File: src/wakeupPipe_defs.svh
/*
 * Build-time sizes shared by the wakeup pipeline register and its packages.
 * IQ_ENTRIES and ACTIVE_LIST_ENTRIES must be powers of two.
 * Lane-indexed arrays hold the integer lanes first, then the memory lanes.
 */
`ifndef WAKEUP_PIPE_DEFS_SVH
`define WAKEUP_PIPE_DEFS_SVH

`default_nettype none

// Scheduler structure sizes
`define IQ_ENTRIES          16
`define ACTIVE_LIST_ENTRIES 32

// Issue lanes per group
`define INT_ISSUE_WIDTH 2
`define MEM_ISSUE_WIDTH 2
`define ISSUE_WIDTH     (`INT_ISSUE_WIDTH + `MEM_ISSUE_WIDTH)

// Cycles from select to wakeup for each lane group
`define INT_LATENCY 1
`define MEM_LATENCY 3

`default_nettype wire

`endif

File: src/recoveryTypesPkg.sv
/*
 * Types that describe a pipeline recovery as seen by the scheduler.
 * A flush range runs from headPtr up to, but not including, tailPtr.
 */
`include "wakeupPipe_defs.svh"

`default_nettype none

package recoveryTypesPkg;

    // Position in the active list
    typedef logic [$clog2(`ACTIVE_LIST_ENTRIES)-1:0] alIndex_t;

    // Ops that a recovery squashes
    typedef struct packed {
        alIndex_t headPtr;
        alIndex_t tailPtr;
        // Overrides the pointer pair and squashes everything
        logic     flushAll;
    } flushRange_t;

    // Recovery request from the recovery manager
    typedef struct packed {
        logic        toRecovery;
        // Set for a selective recovery started at register write
        logic        fromRwStage;
        flushRange_t range;
    } recoveryCmd_t;

endpackage

`default_nettype wire

File: src/schedTypesPkg.sv
/*
 * Issue-side types of the wakeup pipeline register.
 * iqOneHot_t serves as both producer vector and issue-queue flush mask.
 */
`include "wakeupPipe_defs.svh"

`default_nettype none

package schedTypesPkg;
    import recoveryTypesPkg::*;

    typedef logic [$clog2(`IQ_ENTRIES)-1:0] iqIndex_t;
    typedef logic [`IQ_ENTRIES-1:0]         iqOneHot_t;

    // One lane's result from the select logic
    typedef struct packed {
        logic      selected;
        iqIndex_t  ptr;
        iqOneHot_t depVector;
        alIndex_t  activeListPtr;
    } laneSelect_t;

    // One stage of an issue lane's latency pipe
    typedef struct packed {
        logic      valid;
        iqIndex_t  ptr;
        iqOneHot_t depVector;
        alIndex_t  activeListPtr;
    } pipeEntry_t;

    // Wakeup of consumers through the producer matrix
    typedef struct packed {
        logic      wakeup;
        iqIndex_t  ptr;
        iqOneHot_t depVector;
    } wakeupOut_t;

    // Issue-queue entry release
    typedef struct packed {
        logic     releaseEntry;
        iqIndex_t ptr;
    } releaseOut_t;

endpackage

`default_nettype wire

File: src/selectCapture.sv
/*
 * Converts the select results of all lanes into first-stage pipe entries.
 * Purely combinational. Lane order follows the select array, integer first.
 * An op whose issue-queue entry is flushed in its select cycle enters as a bubble.
 */
`include "wakeupPipe_defs.svh"

`default_nettype none

module selectCapture
    import schedTypesPkg::*;
(
    input  laneSelect_t select [`ISSUE_WIDTH],
    input  iqOneHot_t   flushIqEntry,
    output pipeEntry_t  nextEntry [`ISSUE_WIDTH]
);

    // Lanes whose selected entry is being flushed right now
    logic [`ISSUE_WIDTH-1:0] laneFlushed;

    // Lanes that carry a live op into the pipe
    logic [`ISSUE_WIDTH-1:0] laneLive;

    always_comb begin
        for (int lane = 0; lane < `ISSUE_WIDTH; lane++) begin
            laneFlushed[lane] = flushIqEntry[select[lane].ptr];
            laneLive[lane]    = select[lane].selected && !laneFlushed[lane];
        end
    end

    always_comb begin
        for (int lane = 0; lane < `ISSUE_WIDTH; lane++) begin
            // Payload is copied as is, only valid carries the masking
            nextEntry[lane].valid         = laneLive[lane];
            nextEntry[lane].ptr           = select[lane].ptr;
            nextEntry[lane].depVector     = select[lane].depVector;
            nextEntry[lane].activeListPtr = select[lane].activeListPtr;
        end
    end

endmodule

`default_nettype wire

File: src/issueLatencyPipe.sv
/*
 * Delay line of LATENCY stages for a group of LANES issue lanes.
 * Under stall only the first stage holds; with LATENCY above 1 the stage behind
 * it takes a bubble while older stages keep moving.
 * flushWindow stays high while a stage may hold an op older than a selective recovery.
 */
`default_nettype none

module issueLatencyPipe
    import schedTypesPkg::*;
    import recoveryTypesPkg::*;
#(
    parameter int LANES   = 2,
    parameter int LATENCY = 1
) (
    input  logic         clk,
    input  logic         arstN,
    input  logic         stall,
    input  recoveryCmd_t recovery,
    input  pipeEntry_t   nextEntry [LANES],
    output pipeEntry_t   headEntry [LANES],
    output logic         flushWindow
);

    localparam int FIRST_STAGE  = LATENCY - 1;
    localparam int BUBBLE_STAGE = (LATENCY > 1) ? LATENCY - 2 : 0;
    localparam int COUNT_WIDTH  = $clog2(LATENCY) + 1;

    // Stage 0 is the oldest and feeds the outputs
    logic       stageValid [LANES][LATENCY];
    pipeEntry_t stageData  [LANES][LATENCY];

    logic [COUNT_WIDTH-1:0] windowCount;

    logic fullFlush;
    logic selectiveFlush;

    assign fullFlush      = recovery.toRecovery && !recovery.fromRwStage;
    assign selectiveFlush = recovery.toRecovery && recovery.fromRwStage;

    always_ff @(posedge clk or negedge arstN) begin
        if (!arstN) begin
            for (int lane = 0; lane < LANES; lane++) begin
                for (int s = 0; s < LATENCY; s++) begin
                    stageValid[lane][s] <= 1'b0;
                end
            end
        end else if (fullFlush) begin
            for (int lane = 0; lane < LANES; lane++) begin
                for (int s = 0; s < LATENCY; s++) begin
                    stageValid[lane][s] <= 1'b0;
                end
            end
        end else if (!stall) begin
            for (int lane = 0; lane < LANES; lane++) begin
                for (int s = 1; s < LATENCY; s++) begin
                    stageValid[lane][s-1] <= stageValid[lane][s];
                end
                stageValid[lane][FIRST_STAGE] <= nextEntry[lane].valid;
            end
        end else begin
            for (int lane = 0; lane < LANES; lane++) begin
                for (int s = 1; s < LATENCY - 1; s++) begin
                    stageValid[lane][s-1] <= stageValid[lane][s];
                end
                if (LATENCY > 1) begin
                    stageValid[lane][BUBBLE_STAGE] <= 1'b0;
                end
            end
        end
    end

    // Payload follows the same movement as the valid bits
    always_ff @(posedge clk) begin
        for (int lane = 0; lane < LANES; lane++) begin
            for (int s = 1; s < LATENCY - 1; s++) begin
                stageData[lane][s-1] <= stageData[lane][s];
            end
            if (!stall) begin
                if (LATENCY > 1) begin
                    stageData[lane][BUBBLE_STAGE] <= stageData[lane][FIRST_STAGE];
                end
                stageData[lane][FIRST_STAGE] <= nextEntry[lane];
            end else if (LATENCY > 1) begin
                stageData[lane][BUBBLE_STAGE].depVector <= '0;
            end
        end
    end

    always_comb begin
        for (int lane = 0; lane < LANES; lane++) begin
            headEntry[lane]       = stageData[lane][0];
            headEntry[lane].valid = stageValid[lane][0];
        end
    end

    // Counts the stages that may still hold a squashed op
    always_ff @(posedge clk or negedge arstN) begin
        if (!arstN) begin
            windowCount <= '0;
        end else if (selectiveFlush) begin
            windowCount <= COUNT_WIDTH'(LATENCY);
        end else if (windowCount == COUNT_WIDTH'(LATENCY)) begin
            // First stage is frozen by stall
            if (!stall) begin
                windowCount <= windowCount - 1'b1;
            end
        end else if (windowCount != '0) begin
            windowCount <= windowCount - 1'b1;
        end
    end

    assign flushWindow = (windowCount != '0);

endmodule

`default_nettype wire

File: src/selectiveFlushFilter.sv
/*
 * Output side of the wakeup pipeline register.
 * Holds the last selective flush range and suppresses wakeup of squashed ops.
 * Release is never suppressed, so a squashed op still frees its issue-queue entry.
 * Stall gates the integer lanes only.
 */
`include "wakeupPipe_defs.svh"

`default_nettype none

module selectiveFlushFilter
    import schedTypesPkg::*;
    import recoveryTypesPkg::*;
(
    input  logic         clk,
    input  logic         arstN,
    input  logic         stall,
    input  recoveryCmd_t recovery,
    input  pipeEntry_t   intHead [`INT_ISSUE_WIDTH],
    input  pipeEntry_t   memHead [`MEM_ISSUE_WIDTH],
    input  logic         intFlushWindow,
    input  logic         memFlushWindow,
    output wakeupOut_t   wakeupOut [`ISSUE_WIDTH],
    output releaseOut_t  releaseOut [`ISSUE_WIDTH],
    output logic         flushedOpExist
);

    flushRange_t rangeQ;

    logic [`INT_ISSUE_WIDTH-1:0] intFlushed;
    logic [`MEM_ISSUE_WIDTH-1:0] memFlushed;

    // Circular test on the active list, empty when head equals tail
    function automatic logic inFlushRange(flushRange_t r, alIndex_t ptr);
        logic aboveHead;
        logic belowTail;
        aboveHead = (ptr >= r.headPtr);
        belowTail = (ptr < r.tailPtr);
        if (r.flushAll) begin
            return 1'b1;
        end
        if (r.headPtr <= r.tailPtr) begin
            return aboveHead && belowTail;
        end
        return aboveHead || belowTail;
    endfunction

    always_ff @(posedge clk or negedge arstN) begin
        if (!arstN) begin
            rangeQ <= '0;
        end else if (recovery.toRecovery && recovery.fromRwStage) begin
            rangeQ <= recovery.range;
        end
    end

    always_comb begin
        for (int lane = 0; lane < `INT_ISSUE_WIDTH; lane++) begin
            intFlushed[lane] = intFlushWindow
                && inFlushRange(rangeQ, intHead[lane].activeListPtr);
            wakeupOut[lane].wakeup    = intHead[lane].valid && !intFlushed[lane] && !stall;
            wakeupOut[lane].ptr       = intHead[lane].ptr;
            wakeupOut[lane].depVector = stall ? '0 : intHead[lane].depVector;
            releaseOut[lane].releaseEntry = intHead[lane].valid && !stall;
            releaseOut[lane].ptr          = intHead[lane].ptr;
        end
        // Memory lanes sit after the integer lanes
        for (int lane = 0; lane < `MEM_ISSUE_WIDTH; lane++) begin
            memFlushed[lane] = memFlushWindow
                && inFlushRange(rangeQ, memHead[lane].activeListPtr);
            wakeupOut[`INT_ISSUE_WIDTH+lane].wakeup    = memHead[lane].valid && !memFlushed[lane];
            wakeupOut[`INT_ISSUE_WIDTH+lane].ptr       = memHead[lane].ptr;
            wakeupOut[`INT_ISSUE_WIDTH+lane].depVector = memHead[lane].depVector;
            releaseOut[`INT_ISSUE_WIDTH+lane].releaseEntry = memHead[lane].valid;
            releaseOut[`INT_ISSUE_WIDTH+lane].ptr          = memHead[lane].ptr;
        end
    end

    assign flushedOpExist = intFlushWindow || memFlushWindow;

endmodule

`default_nettype wire

File: src/wakeupPipelineRegister.sv
/*
 * Wakeup pipeline register of the out-of-order scheduler.
 * Integer ops wake consumers one edge after select, memory ops three edges after.
 * Stall is the only back-pressure and there is no handshake.
 */
`include "wakeupPipe_defs.svh"

`default_nettype none

module wakeupPipelineRegister
    import schedTypesPkg::*;
    import recoveryTypesPkg::*;
(
    input  logic         clk,
    input  logic         arstN,
    input  logic         stall,
    input  laneSelect_t  select [`ISSUE_WIDTH],
    input  iqOneHot_t    flushIqEntry,
    input  recoveryCmd_t recovery,
    output wakeupOut_t   wakeupOut [`ISSUE_WIDTH],
    output releaseOut_t  releaseOut [`ISSUE_WIDTH],
    output logic         flushedOpExist
);

    pipeEntry_t nextEntry [`ISSUE_WIDTH];
    pipeEntry_t intHead   [`INT_ISSUE_WIDTH];
    pipeEntry_t memHead   [`MEM_ISSUE_WIDTH];
    logic       intFlushWindow;
    logic       memFlushWindow;

    selectCapture capture (
        .select       (select),
        .flushIqEntry (flushIqEntry),
        .nextEntry    (nextEntry)
    );

    issueLatencyPipe #(
        .LANES   (`INT_ISSUE_WIDTH),
        .LATENCY (`INT_LATENCY)
    ) intPipe (
        .clk         (clk),
        .arstN       (arstN),
        .stall       (stall),
        .recovery    (recovery),
        .nextEntry   (nextEntry[0:`INT_ISSUE_WIDTH-1]),
        .headEntry   (intHead),
        .flushWindow (intFlushWindow)
    );

    issueLatencyPipe #(
        .LANES   (`MEM_ISSUE_WIDTH),
        .LATENCY (`MEM_LATENCY)
    ) memPipe (
        .clk         (clk),
        .arstN       (arstN),
        .stall       (stall),
        .recovery    (recovery),
        .nextEntry   (nextEntry[`INT_ISSUE_WIDTH:`ISSUE_WIDTH-1]),
        .headEntry   (memHead),
        .flushWindow (memFlushWindow)
    );

    selectiveFlushFilter flushFilter (
        .clk            (clk),
        .arstN          (arstN),
        .stall          (stall),
        .recovery       (recovery),
        .intHead        (intHead),
        .memHead        (memHead),
        .intFlushWindow (intFlushWindow),
        .memFlushWindow (memFlushWindow),
        .wakeupOut      (wakeupOut),
        .releaseOut     (releaseOut),
        .flushedOpExist (flushedOpExist)
    );

endmodule

`default_nettype wire

File: config.mk
export PLATFORM = sky130hd
export DESIGN_NAME = wakeupPipelineRegister
export DESIGN_NICKNAME = d
export VERILOG_FILES = /design/src/recoveryTypesPkg.sv /design/src/schedTypesPkg.sv /design/src/selectCapture.sv /design/src/issueLatencyPipe.sv /design/src/selectiveFlushFilter.sv /design/src/wakeupPipelineRegister.sv
export VERILOG_INCLUDE_DIRS = /design/src
export SDC_FILE = /design/constraint.sdc
export NUM_CORES = 1
export LEC_CHECK = 0
export ABC_AREA = 1
export BUFFER_PORTS_ARGS = -buffer_cell sky130_fd_sc_hd__buf_4
export CORE_MARGIN = 2
export CORE_UTILIZATION = 45
export DETAILED_ROUTE_END_ITERATION = 12
export GPL_TIMING_DRIVEN = 0
export HOLD_SLACK_MARGIN = 0.06
export PLACE_DENSITY = 0.73
export SYNTH_ARGS = -nofsm -noshare
export SYNTH_HDL_FRONTEND = slang
export SYNTH_SLANG_ARGS = --single-unit
File: constraint.sdc
create_clock -name clk -period 1.89 [get_ports clk]
set_input_delay 0.189 -clock clk [delete_from_list [all_inputs] [get_ports clk]]
set_output_delay 0.189 -clock clk [all_outputs]
set_load 0.02 [all_outputs]
==> results.sh, run 1 <==
export IMPL_status="finished with violations"
export IMPL_violations="setup timing"
export IMPL_fin_crit_ps=2410
export IMPL_cap_violations=0
export IMPL_clk_pin_slew_ps=60
export IMPL_syn_inst=831
export IMPL_fin_skew_ps=6.36
export IMPL_fmax_mhz=414
export IMPL_syn_nets=1011
export IMPL_clk_latency_ps=520
export IMPL_drc_errors=0
export IMPL_io_pins=241
export IMPL_async_reset_ff_frac=0.103
export IMPL_ys_seq_area_frac=0.642
export IMPL_vias=6844
export IMPL_io_buffers=240
export IMPL_cp_startpoint="flushFilter.rangeQ[10]"
export IMPL_grt_max_degree=101
export IMPL_grt_pass1_vias=6791
export IMPL_grtUsageTotal=0.198
export IMPL_num_rows=51
export IMPL_drtIter0Drc=275
export IMPL_area_growth_synth_to_final_pct=48.4
export IMPL_dpl_hpwl_microns=13800
export IMPL_grt_ovfl_total=0
export IMPL_critPathKind="reg -> out"
export IMPL_max_slew_margin=0.671
export IMPL_synth_edf_count=118
export IMPL_hp_start="recovery[12]"
export IMPL_synthDistinctLibCells=24
export IMPL_final_cell_mix="buf_4, inv_1, dlygate4sd3_1, edfxtp_1, nand2_1"
export IMPL_drv_slew=0
export IMPL_die_h_microns=145
export IMPL_hold_viol=0
export IMPL_start_util=0.460
export IMPL_final_cells=1500
export IMPL_crit_path_start_kind="flop"
export IMPL_dieArea_sq_mm=0.0211
export IMPL_routed_wl_microns=21600
export IMPL_cts_buffers=23
export IMPL_setup_slack_ps=-523
export IMPL_viasPerCell=4.56
export IMPL_reg2reg_from="memPipe.windowCount[0]"
export IMPL_core_area_sq_mm=0.0195
export IMPL_cts_root_buf="clkbuf_16"
export IMPL_cts_max_path_buffers=3
export IMPL_critical_path_max_fanout=5
export IMPL_yosys_warnings=0
export IMPL_fillers=1422
export IMPL_syn_cell_area_sq_mm=0.00897
export IMPL_dp_cells=1337
export IMPL_power_density_mw_per_mm2=921
export IMPL_numClockSinks=223
export IMPL_grt_antenna_before_repair=3
export IMPL_layout_drive_gt1_share=0.329
export IMPL_worstPathRequired_ps=1700
export IMPL_total_power_mw=12.3
export IMPL_arrival_ps=2220
export IMPL_synth_flop_cell="edfxtp_1"
export IMPL_final_common_cell="buf_4"
export IMPL_avgSynthCellArea_sq_um=10.8
export IMPL_drt_antenna_violating_nets=0
export IMPL_fin_nets=1395
export IMPL_final_util=0.682
export IMPL_cts_tree="built"
export IMPL_synth_ff_latch_count=223
export IMPL_p_leak_nw=6.31
export IMPL_r2r_setup_slack_ps=510
export IMPL_cp_end_kind="output port"
export IMPL_place_gp_congestion=0.895
export IMPL_dr_pass1_iters=5
export IMPL_die_w_microns=145
export IMPL_r2r_cells=7
export IMPL_wl_per_cell_microns=14.4
export IMPL_vdd_ir_drop_max_mv=0.625
export IMPL_tightest_slew_ps=494
export IMPL_hold_class="in -> reg"
export IMPL_finalSetupViolCount=4
export IMPL_rsz0062_at_grt="true"
export IMPL_post_cts_setup_buffers=0
export IMPL_grt_pass1_wl_microns=33600
export IMPL_min_path_cells=3
export IMPL_cts_max_level=1
export IMPL_finalCritPeriodShare=1.28
sequential cells by signal, indices dropped and copies added, names as in the netlist:
| register | cells |
|---|---|
| memPipe.windowCount | 3 |
| memPipe.stageValid | 4 |
| intPipe.flushWindow | 1 |
| intPipe.headEntry | 2 |
| flushFilter.rangeQ | 11 |
| memPipe.stageData | 150 |
| memPipe.headEntry | 2 |
| intPipe.stageData | 50 |
per-layer routing:
layer	part of all wire	up-vias	routed length, microns	global-route usage
li1	-	3383	-	-
met1	0.37	3140	7990	0.226
met2	0.53	256	11400	0.360
met3	0.066	65	1420	0.0387
met4	0.036	0	768	0.0804
met5	0	-	0	0
through the flow:
step / TNS, ps / hold slack [ps] / instance area [sq um] / worst slack (ps)
after floorplan: 0 / -107 / 8980 / 137
after global placement: -3640 / 98.2 / 11100 / -564
after detailed placement: -284 / 105 / 11100 / -81.4
after CTS: -1890 / 70.7 / 13100 / -480
after global routing: -2440 / 107 / 13300 / -623
final: -1880 / 89.1 / 13300 / -523
repair_timing:
action                     CTS  global route
setup endpoints to repair    4             4
pin swaps                    2            20
gates resized for setup     15            41
cloned                       0             0
hold buffers               118             0
hold endpoints to repair   142             0
critical path, cell delays in order, from the launching register on:
cell and delay (ps):
dfrtp_1 430, clkinv_4 140, ha_4 250, a21oi_2 120, nand2_2 60, nor2_2 120, nor2_1 60, nor2_1 130
nand2_2 90, a21oi_2 160, buf_6 140
power by group:
group | total (mW) | switching [mW] | leakage (nW) | internal, mW
Combinational | 2.28 | 1.17 | 3.81 | 1.11
Sequential | 5.70 | 0.175 | 2.13 | 5.52
Clock | 4.29 | 1.80 | 0.368 | 2.49
Total | 12.3 | 3.15 | 6.31 | 9.12
cells by family (layout without fill, tap and decap cells):
kind of cell / count (synthesis) / in the layout / synth area share
adders and majority gates: 44 / 44 / 0.0613
other: 0 / 3 / 0
AOI/OAI and AO/OA: 78 / 78 / 0.0481
and+or+nand+nor: 266 / 266 / 0.119
xor gates and xnor gates: 1 / 1 / 0.000976
buffers and inverters: 219 / 620 / 0.129
DFF: 223 / 223 / 0.642
final timing paths:
kind / to
max: wakeupOut[83]
min: intPipe.flushWindow
max reg2reg: memPipe.windowCount[0]
min reg2reg: memPipe.stageData[1][70]
max in group asynchronous: flushFilter.rangeQ[8]
min in group asynchronous: memPipe.headEntry[51]
layout make-up:
| cell class | instances | area [sq um] | share of cell area |
|---|---|---|---|
| clock buffer | 32 | 671 | 0.0504 |
| timing repair buffer | 359 | 3030 | 0.227 |
| clock inverter | 10 | 62.6 | 0.00470 |
| buffer | 87 | 661 | 0.0496 |
| sequential | 223 | 5760 | 0.433 |
| antenna | 3 | 7.51 | 0.000564 |
| tap | 265 | 332 | 0.0249 |
| inverter | 132 | 520 | 0.0391 |
| multi-input combinational | 389 | 2270 | 0.171 |
synth_stat cells, drive strengths merged, types with 4 or more instances:
cell,instances,area share
nand2,126,0.053
nor2,97,0.041
nand3b,4,0.0033
ha,44,0.061
edfxtp,118,0.39
dfrtp,23,0.064
o21ai,30,0.017
dfxtp,82,0.18
buf,84,0.072
inv,132,0.055
nand3,37,0.021
o211ai,16,0.013
a21oi,31,0.017
Power figures use the tool's default switching activity.
==> run 2: changes to the inputs <==
--- a/config.mk
+++ b/config.mk
@@ -14,6 +14,7 @@
 export GPL_TIMING_DRIVEN = 0
 export HOLD_SLACK_MARGIN = 0.06
 export PLACE_DENSITY = 0.73
+export RECOVER_POWER = 100
 export SYNTH_ARGS = -nofsm -noshare
 export SYNTH_HDL_FRONTEND = slang
 export SYNTH_SLANG_ARGS = --single-unit
==> run 2 against run 1 <==
  * The flow still finishes with violations (setup timing)
  * Critical endpoint unchanged
  * Worst hold slack got worse by 1.3 ps
  * Wire length decreased by 0.46%
  * Utilization decreased by 1.6 points
==> results.sh, run 2 (synthesis gave the netlist of run 1 again) <==
export IMPL_seq_power_share=0.468
export IMPL_vias=6801
export IMPL_path_buf_inv=2
export IMPL_clk_pin_slew_ps=60
export IMPL_seqCellArea_sq_mm=0.00576
export IMPL_worstPathRequired_ps=1700
export IMPL_layout_drive_gt1_share=0.266
export IMPL_status="finished with violations"
export IMPL_critPathKind="reg -> out"
export IMPL_fin_area_sq_mm=0.0130
export IMPL_cts_max_level=1
export IMPL_dr_pass1_iters=5
export IMPL_fin_nets=1395
export IMPL_critical_path_max_fanout=5
export IMPL_grt_pass1_wl_microns=33600
export IMPL_die_w_microns=145
export IMPL_crit_path_cell_trace="clkinv_4 > ha_4 > a21oi_2 > nand2_2 > nor2_2 > nor2_1 > nor2_1 > nand2_2 > a21oi_2 > buf_6"
export IMPL_cp_end_kind="output port"
export IMPL_cts_max_path_buffers=3
export IMPL_drc_errors=0
export IMPL_area_growth_synth_to_final_pct=45.0
export IMPL_hold_class="in -> reg"
export IMPL_finalSetupViolCount=6
export IMPL_crit_path_start_kind="flop"
export IMPL_intPower_mw=9.02
export IMPL_fin_crit_ps=2410
export IMPL_largest_register="memPipe.stageData"
export IMPL_cts_root_buf="clkbuf_16"
export IMPL_die_h_microns=145
export IMPL_fillers=1525
export IMPL_grt_ovfl_total=0
export IMPL_num_rows=51
export IMPL_start_util=0.460
export IMPL_p_comb_frac=0.178
export IMPL_crit_slowest_cell="dfrtp_1"
export IMPL_switchingPower_mw=3.14
export IMPL_hold_slack_ps=87.8
export IMPL_viasPerCell=4.53
export IMPL_multi_input_area_sq_mm=0.00227
export IMPL_setup_slack_ps=-524
export IMPL_vdd_ir_drop_max_mv=0.599
export IMPL_fin_skew_ps=6.14
export IMPL_max_slew_margin=0.151
export IMPL_place_area_sq_mm=0.0111
export IMPL_io_buffers=240
export IMPL_grtUsageTotal=0.198
export IMPL_rsz0062_at_grt="true"
export IMPL_arrival_ps=2220
export IMPL_pre_cts_slack_ps=-81.4
export IMPL_cts_tree="built"
export IMPL_grt_max_degree=101
export IMPL_place_gp_congestion=0.895
export IMPL_drt_antenna_violating_nets=0
export IMPL_final_cell_mix="inv_1, buf_4, dlygate4sd3_1, edfxtp_1, nand2_1"
export IMPL_cts_buffers=23
export IMPL_post_cts_setup_buffers=0
export IMPL_numClockSinks=223
export IMPL_largest_register_ffs=150
export IMPL_clk_latency_ps=520
export IMPL_drv_slew=0
export IMPL_path_delay_family="simple AND/OR/NAND/NOR gates"
export IMPL_cap_violations=0
export IMPL_routed_wl_microns=21500
export IMPL_clock_power_share=0.353
export IMPL_reg_largest_list="memPipe.stageData: 150 flops, intPipe.stageData: 50 flops, flushFilter.rangeQ: 11 flops"
export IMPL_dpl_hpwl_microns=13800
export IMPL_max_stage_delay_ps=430
export IMPL_fmax_mhz=414
export IMPL_tightest_slew_ps=1270
export IMPL_io_pins=241
export IMPL_power_density_mw_per_mm2=935
export IMPL_drtIter0Drc=260
export IMPL_core_area_sq_mm=0.0195
export IMPL_swShare=0.258
export IMPL_hold_viol=0
export IMPL_p_leak_nw=5.99
export IMPL_wl_per_cell_microns=14.3
export IMPL_dieArea_sq_mm=0.0211
export IMPL_violations="setup timing"
export IMPL_grt_antenna_before_repair=3
export IMPL_finalCritPeriodShare=1.28
export IMPL_fin_setup_tns_ps=-2160
export IMPL_grt_pass1_vias=6791
==> run 2: changes by cell type in the layout (fill, tap and decap cells not counted), sizes merged <==
cell,change
clkbuf,+183
buf,-183
==> run 2: metal layers <==
| layer | track usage | part of all wire | up-vias | wire length [microns] |
|---|---|---|---|---|
| met5 | 0 | 0 | - | 0 |
| met4 | 0.0804 | 0.032 | 0 | 696 |
| met3 | 0.0387 | 0.061 | 53 | 1310 |
| met2 | 0.360 | 0.53 | 224 | 11300 |
| met1 | 0.226 | 0.38 | 3137 | 8120 |
| li1 | - | - | 3387 | - |
==> run 2: final timing paths <==
kind	startpoint	to	slack (ps)	cells past startpoint
hold / removal	recovery[12]	intPipe.flushWindow	90	3
min in group asynchronous	arstN	intPipe.headEntry[51]	510	2
max in group asynchronous	arstN	flushFilter.rangeQ[8]	530	2
hold reg to reg	memPipe.stageData[1][44]	memPipe.stageData[1][70]	320	0
setup reg to reg	memPipe.windowCount[0]	memPipe.windowCount[0]	510	7
setup / recovery	flushFilter.rangeQ[10]	wakeupOut[83]	-520	10
==> run 2: area by class of cell <==
type,instances,share of cell area
flip-flops and latches,223,0.443
repair buffers,359,0.210
multi-input cells,389,0.175
clock buffers,32,0.0515
plain buffers,87,0.0501
inverters,132,0.0400
well taps,265,0.0255
clock inverters,10,0.00481
diodes,3,0.000577
==> run 2: timing repair <==
item,CTS,global route
pin swaps,2,20
setup endpoints to repair,4,4
endpoints found under the hold margin,142,0
gates resized for setup,15,41
hold buffers,118,0
==> run 2: power groups by stage <==
stage                     logic [mW]  registers [mW]  clock network [mW]
after floorplan                 1.18            5.72                   0
after global placement          1.83            5.76                   0
after detailed placement        1.90            5.77                   0
after CTS                       2.13            5.68                4.42
after global routing            2.40            5.74                4.63
final                           2.17            5.70                4.30
==> run 2: stage by stage <==
step	util	power (mW)	instances
3_5_place_dp	0.571	7.67	1337
4_1_cts	0.670	12.2	1497
3_3_place_gp	0.569	7.59	1336
2_1_floorplan	-	6.90	831
5_1_grt	0.666	12.8	1500
6_report	0.666	12.2	1500
==> run 2: worst min-delay path: stages <==
cell and delay, ps:
buf_4 90, nand2_1 150, o21ai_0 130
==> run 3: changes to the inputs <==
--- a/config.mk
+++ b/config.mk
@@ -15,6 +15,7 @@
 export HOLD_SLACK_MARGIN = 0.06
 export PLACE_DENSITY = 0.73
 export RECOVER_POWER = 100
+export REMOVE_ABC_BUFFERS = 1
 export SYNTH_ARGS = -nofsm -noshare
 export SYNTH_HDL_FRONTEND = slang
 export SYNTH_SLANG_ARGS = --single-unit
==> run 3 against run 2 <==
  * The flow still finishes with violations (setup timing)
  * Via count decreased by 4.9%
  * Critical path type unchanged
  * Highest routed layer unchanged
  * Largest cell class unchanged
  * Clock skew rose by 1.3 ps
  * First-iteration DRC count is 31% higher
==> results.sh, run 3 (synthesis gave the netlist of run 1 again) <==
export IMPL_cts_max_path_buffers=3
export IMPL_switchingPower_mw=3.18
export IMPL_finalSetupViolCount=4
export IMPL_finalCritPeriodShare=1.25
export IMPL_drc_errors=0
export IMPL_seq_power_share=0.461
export IMPL_fmax_mhz=423
export IMPL_cpMostUsedCell="nand2_2"
export IMPL_viasPerCell=4.57
export IMPL_numClockSinks=223
export IMPL_cts_root_buf="clkbuf_16"
export IMPL_drv_slew=0
export IMPL_worstPathRequired_ps=1700
export IMPL_largest_register="memPipe.stageData"
export IMPL_grtUsageTotal=0.190
export IMPL_io_pins=241
export IMPL_dp_cells=1250
export IMPL_cp_startpoint="flushFilter.rangeQ[9]"
export IMPL_start_util=0.460
export IMPL_place_area_sq_mm=0.0105
export IMPL_grt_ovfl_total=0
export IMPL_pre_cts_slack_ps=-140
export IMPL_drt_antenna_violating_nets=0
export IMPL_hold_class="in -> reg"
export IMPL_arrival_ps=2180
export IMPL_dr_max_layer_used="met4"
export IMPL_final_util=0.637
export IMPL_fin_crit_ps=2360
export IMPL_io_buffers=240
export IMPL_total_power_mw=12.4
export IMPL_seqCellArea_sq_mm=0.00576
export IMPL_p_leak_nw=5.47
export IMPL_clock_power_share=0.372
export IMPL_fin_area_sq_mm=0.0124
export IMPL_violations="setup timing"
export IMPL_grt_pass1_vias=6494
export IMPL_die_h_microns=145
export IMPL_layout_drive_gt1_share=0.197
export IMPL_max_slew_margin=0.108
export IMPL_tightest_slew_ps=1340
export IMPL_reg2reg_from="memPipe.windowCount[0]"
export IMPL_fillers=1607
export IMPL_multi_input_area_sq_mm=0.00242
export IMPL_dieArea_sq_mm=0.0211
export IMPL_grt_antenna_before_repair=1
export IMPL_largest_register_ffs=150
export IMPL_hp_start="recovery[12]"
export IMPL_cp_end_kind="output port"
export IMPL_wl_met1_microns=8050
export IMPL_cap_violations=0
export IMPL_status="finished with violations"
export IMPL_dr_pass1_iters=5
export IMPL_grt_max_degree=95
export IMPL_dpl_hpwl_microns=12800
export IMPL_crit_path_start_kind="flop"
export IMPL_final_cells=1417
export IMPL_p_comb_frac=0.167
export IMPL_vdd_ir_drop_max_mv=0.687
export IMPL_route_met2_wl_microns=10900
export IMPL_intPower_mw=9.20
export IMPL_place_gp_congestion=0.821
export IMPL_crit_path_cell_trace="clkinv_4 > ha_4 > nand2_2 > inv_2 > nand2_2 > nand2_2 > nor2_4 > nor2_1 > nor2_1 > nand2_2 > a21oi_2 > buf_4"
export IMPL_routed_wl_microns=20800
export IMPL_setup_slack_ps=-474
export IMPL_vias=6469
export IMPL_drtIter0Drc=341
export IMPL_critPathKind="reg -> out"
export IMPL_max_stage_delay_ps=430
export IMPL_grt_pass1_wl_microns=32500
export IMPL_swShare=0.257
export IMPL_wl_met3_microns=1130
export IMPL_core_area_sq_mm=0.0195
export IMPL_power_density_mw_per_mm2=995
export IMPL_fin_skew_ps=7.40
export IMPL_fin_nets=1313
export IMPL_final_cell_mix="clkbuf_1, inv_1, dlygate4sd3_1, edfxtp_1, nand2_1"
export IMPL_critical_path_max_fanout=5
export IMPL_cts_tree="built"
export IMPL_wl_per_cell_microns=14.7
export IMPL_hold_viol=0
export IMPL_area_growth_synth_to_final_pct=38.6
export IMPL_die_w_microns=145
export IMPL_clk_pin_slew_ps=60
export IMPL_reg_largest_list="memPipe.stageData: 150 flops, intPipe.stageData: 50 flops, flushFilter.rangeQ: 11 flops"
export IMPL_rsz0062_at_grt="true"
export IMPL_final_common_cell="clkbuf_1"
export IMPL_crit_slowest_cell="dfrtp_2"
export IMPL_num_rows=51
export IMPL_clk_latency_ps=510
export IMPL_cts_max_level=1
export IMPL_cts_buffers=24
-- run 3: critical path: cells and delay by family (launching register included) --
kind,cells,cell delay (ps)
AO/OA/AOI/OAI,1,140
adder cells (fa/ha/maj),1,240
flip-flops,1,430
AND/OR/NAND/NOR,7,550
buffers and inverters,3,330
-- run 3: layout make-up --
cell class,instances,area share
diodes,1,0.000201
multi-input cells,389,0.195
flip-flops and latches,223,0.463
repair buffers,363,0.209
inverters,132,0.0421
clock buffers,34,0.0545
clock inverters,10,0.00885
well taps,265,0.0267
-- run 3: per-layer routing --
metal,vias up,GRT usage
met3,51,0.0340
met5,-,0
met1,2991,0.224
met2,217,0.346
met4,0,0.0701
li1,3210,-
-- run 3: path summary, 6_finish.rpt --
| check | endpoint | slack [ps] | cells after the start |
|---|---|---|---|
| max in group asynchronous | flushFilter.rangeQ[9] | 500 | 2 |
| worst max-delay path | wakeupOut[20] | -470 | 12 |
| min in group asynchronous | flushFilter.rangeQ[2] | 510 | 2 |
| worst min register to register | memPipe.stageData[0][67] | 320 | 0 |
| worst max register to register | memPipe.windowCount[0] | 520 | 7 |
| worst min-delay path | intPipe.flushWindow | 90 | 3 |
-- run 3: metrics by stage --
step,setup TNS (ps),hold slack [ps]
final,-1750,86.5
after global routing,-2330,118
after CTS,-1900,71.8
after detailed placement,-374,111
after global placement,-147200,104
after floorplan,-4340,-107
-- run 3: repair_timing --
item                       CTS  global route
buffers inserted             3             1
hold endpoints to repair   142             0
pin swaps                   16            42
setup endpoints to repair    4             4
gates resized for setup     35            47
hold buffers               118             0
-- run 3: power by group through the flow --
stage               clock (mW)  sequential [mW]  combinational (mW)
global placement             0             5.77                1.66
finish                    4.60             5.71                2.07
detailed placement           0             5.77                1.72
floorplan                    0             5.85               0.857
CTS                       4.73             5.69                2.03
global route              4.93             5.75                2.31
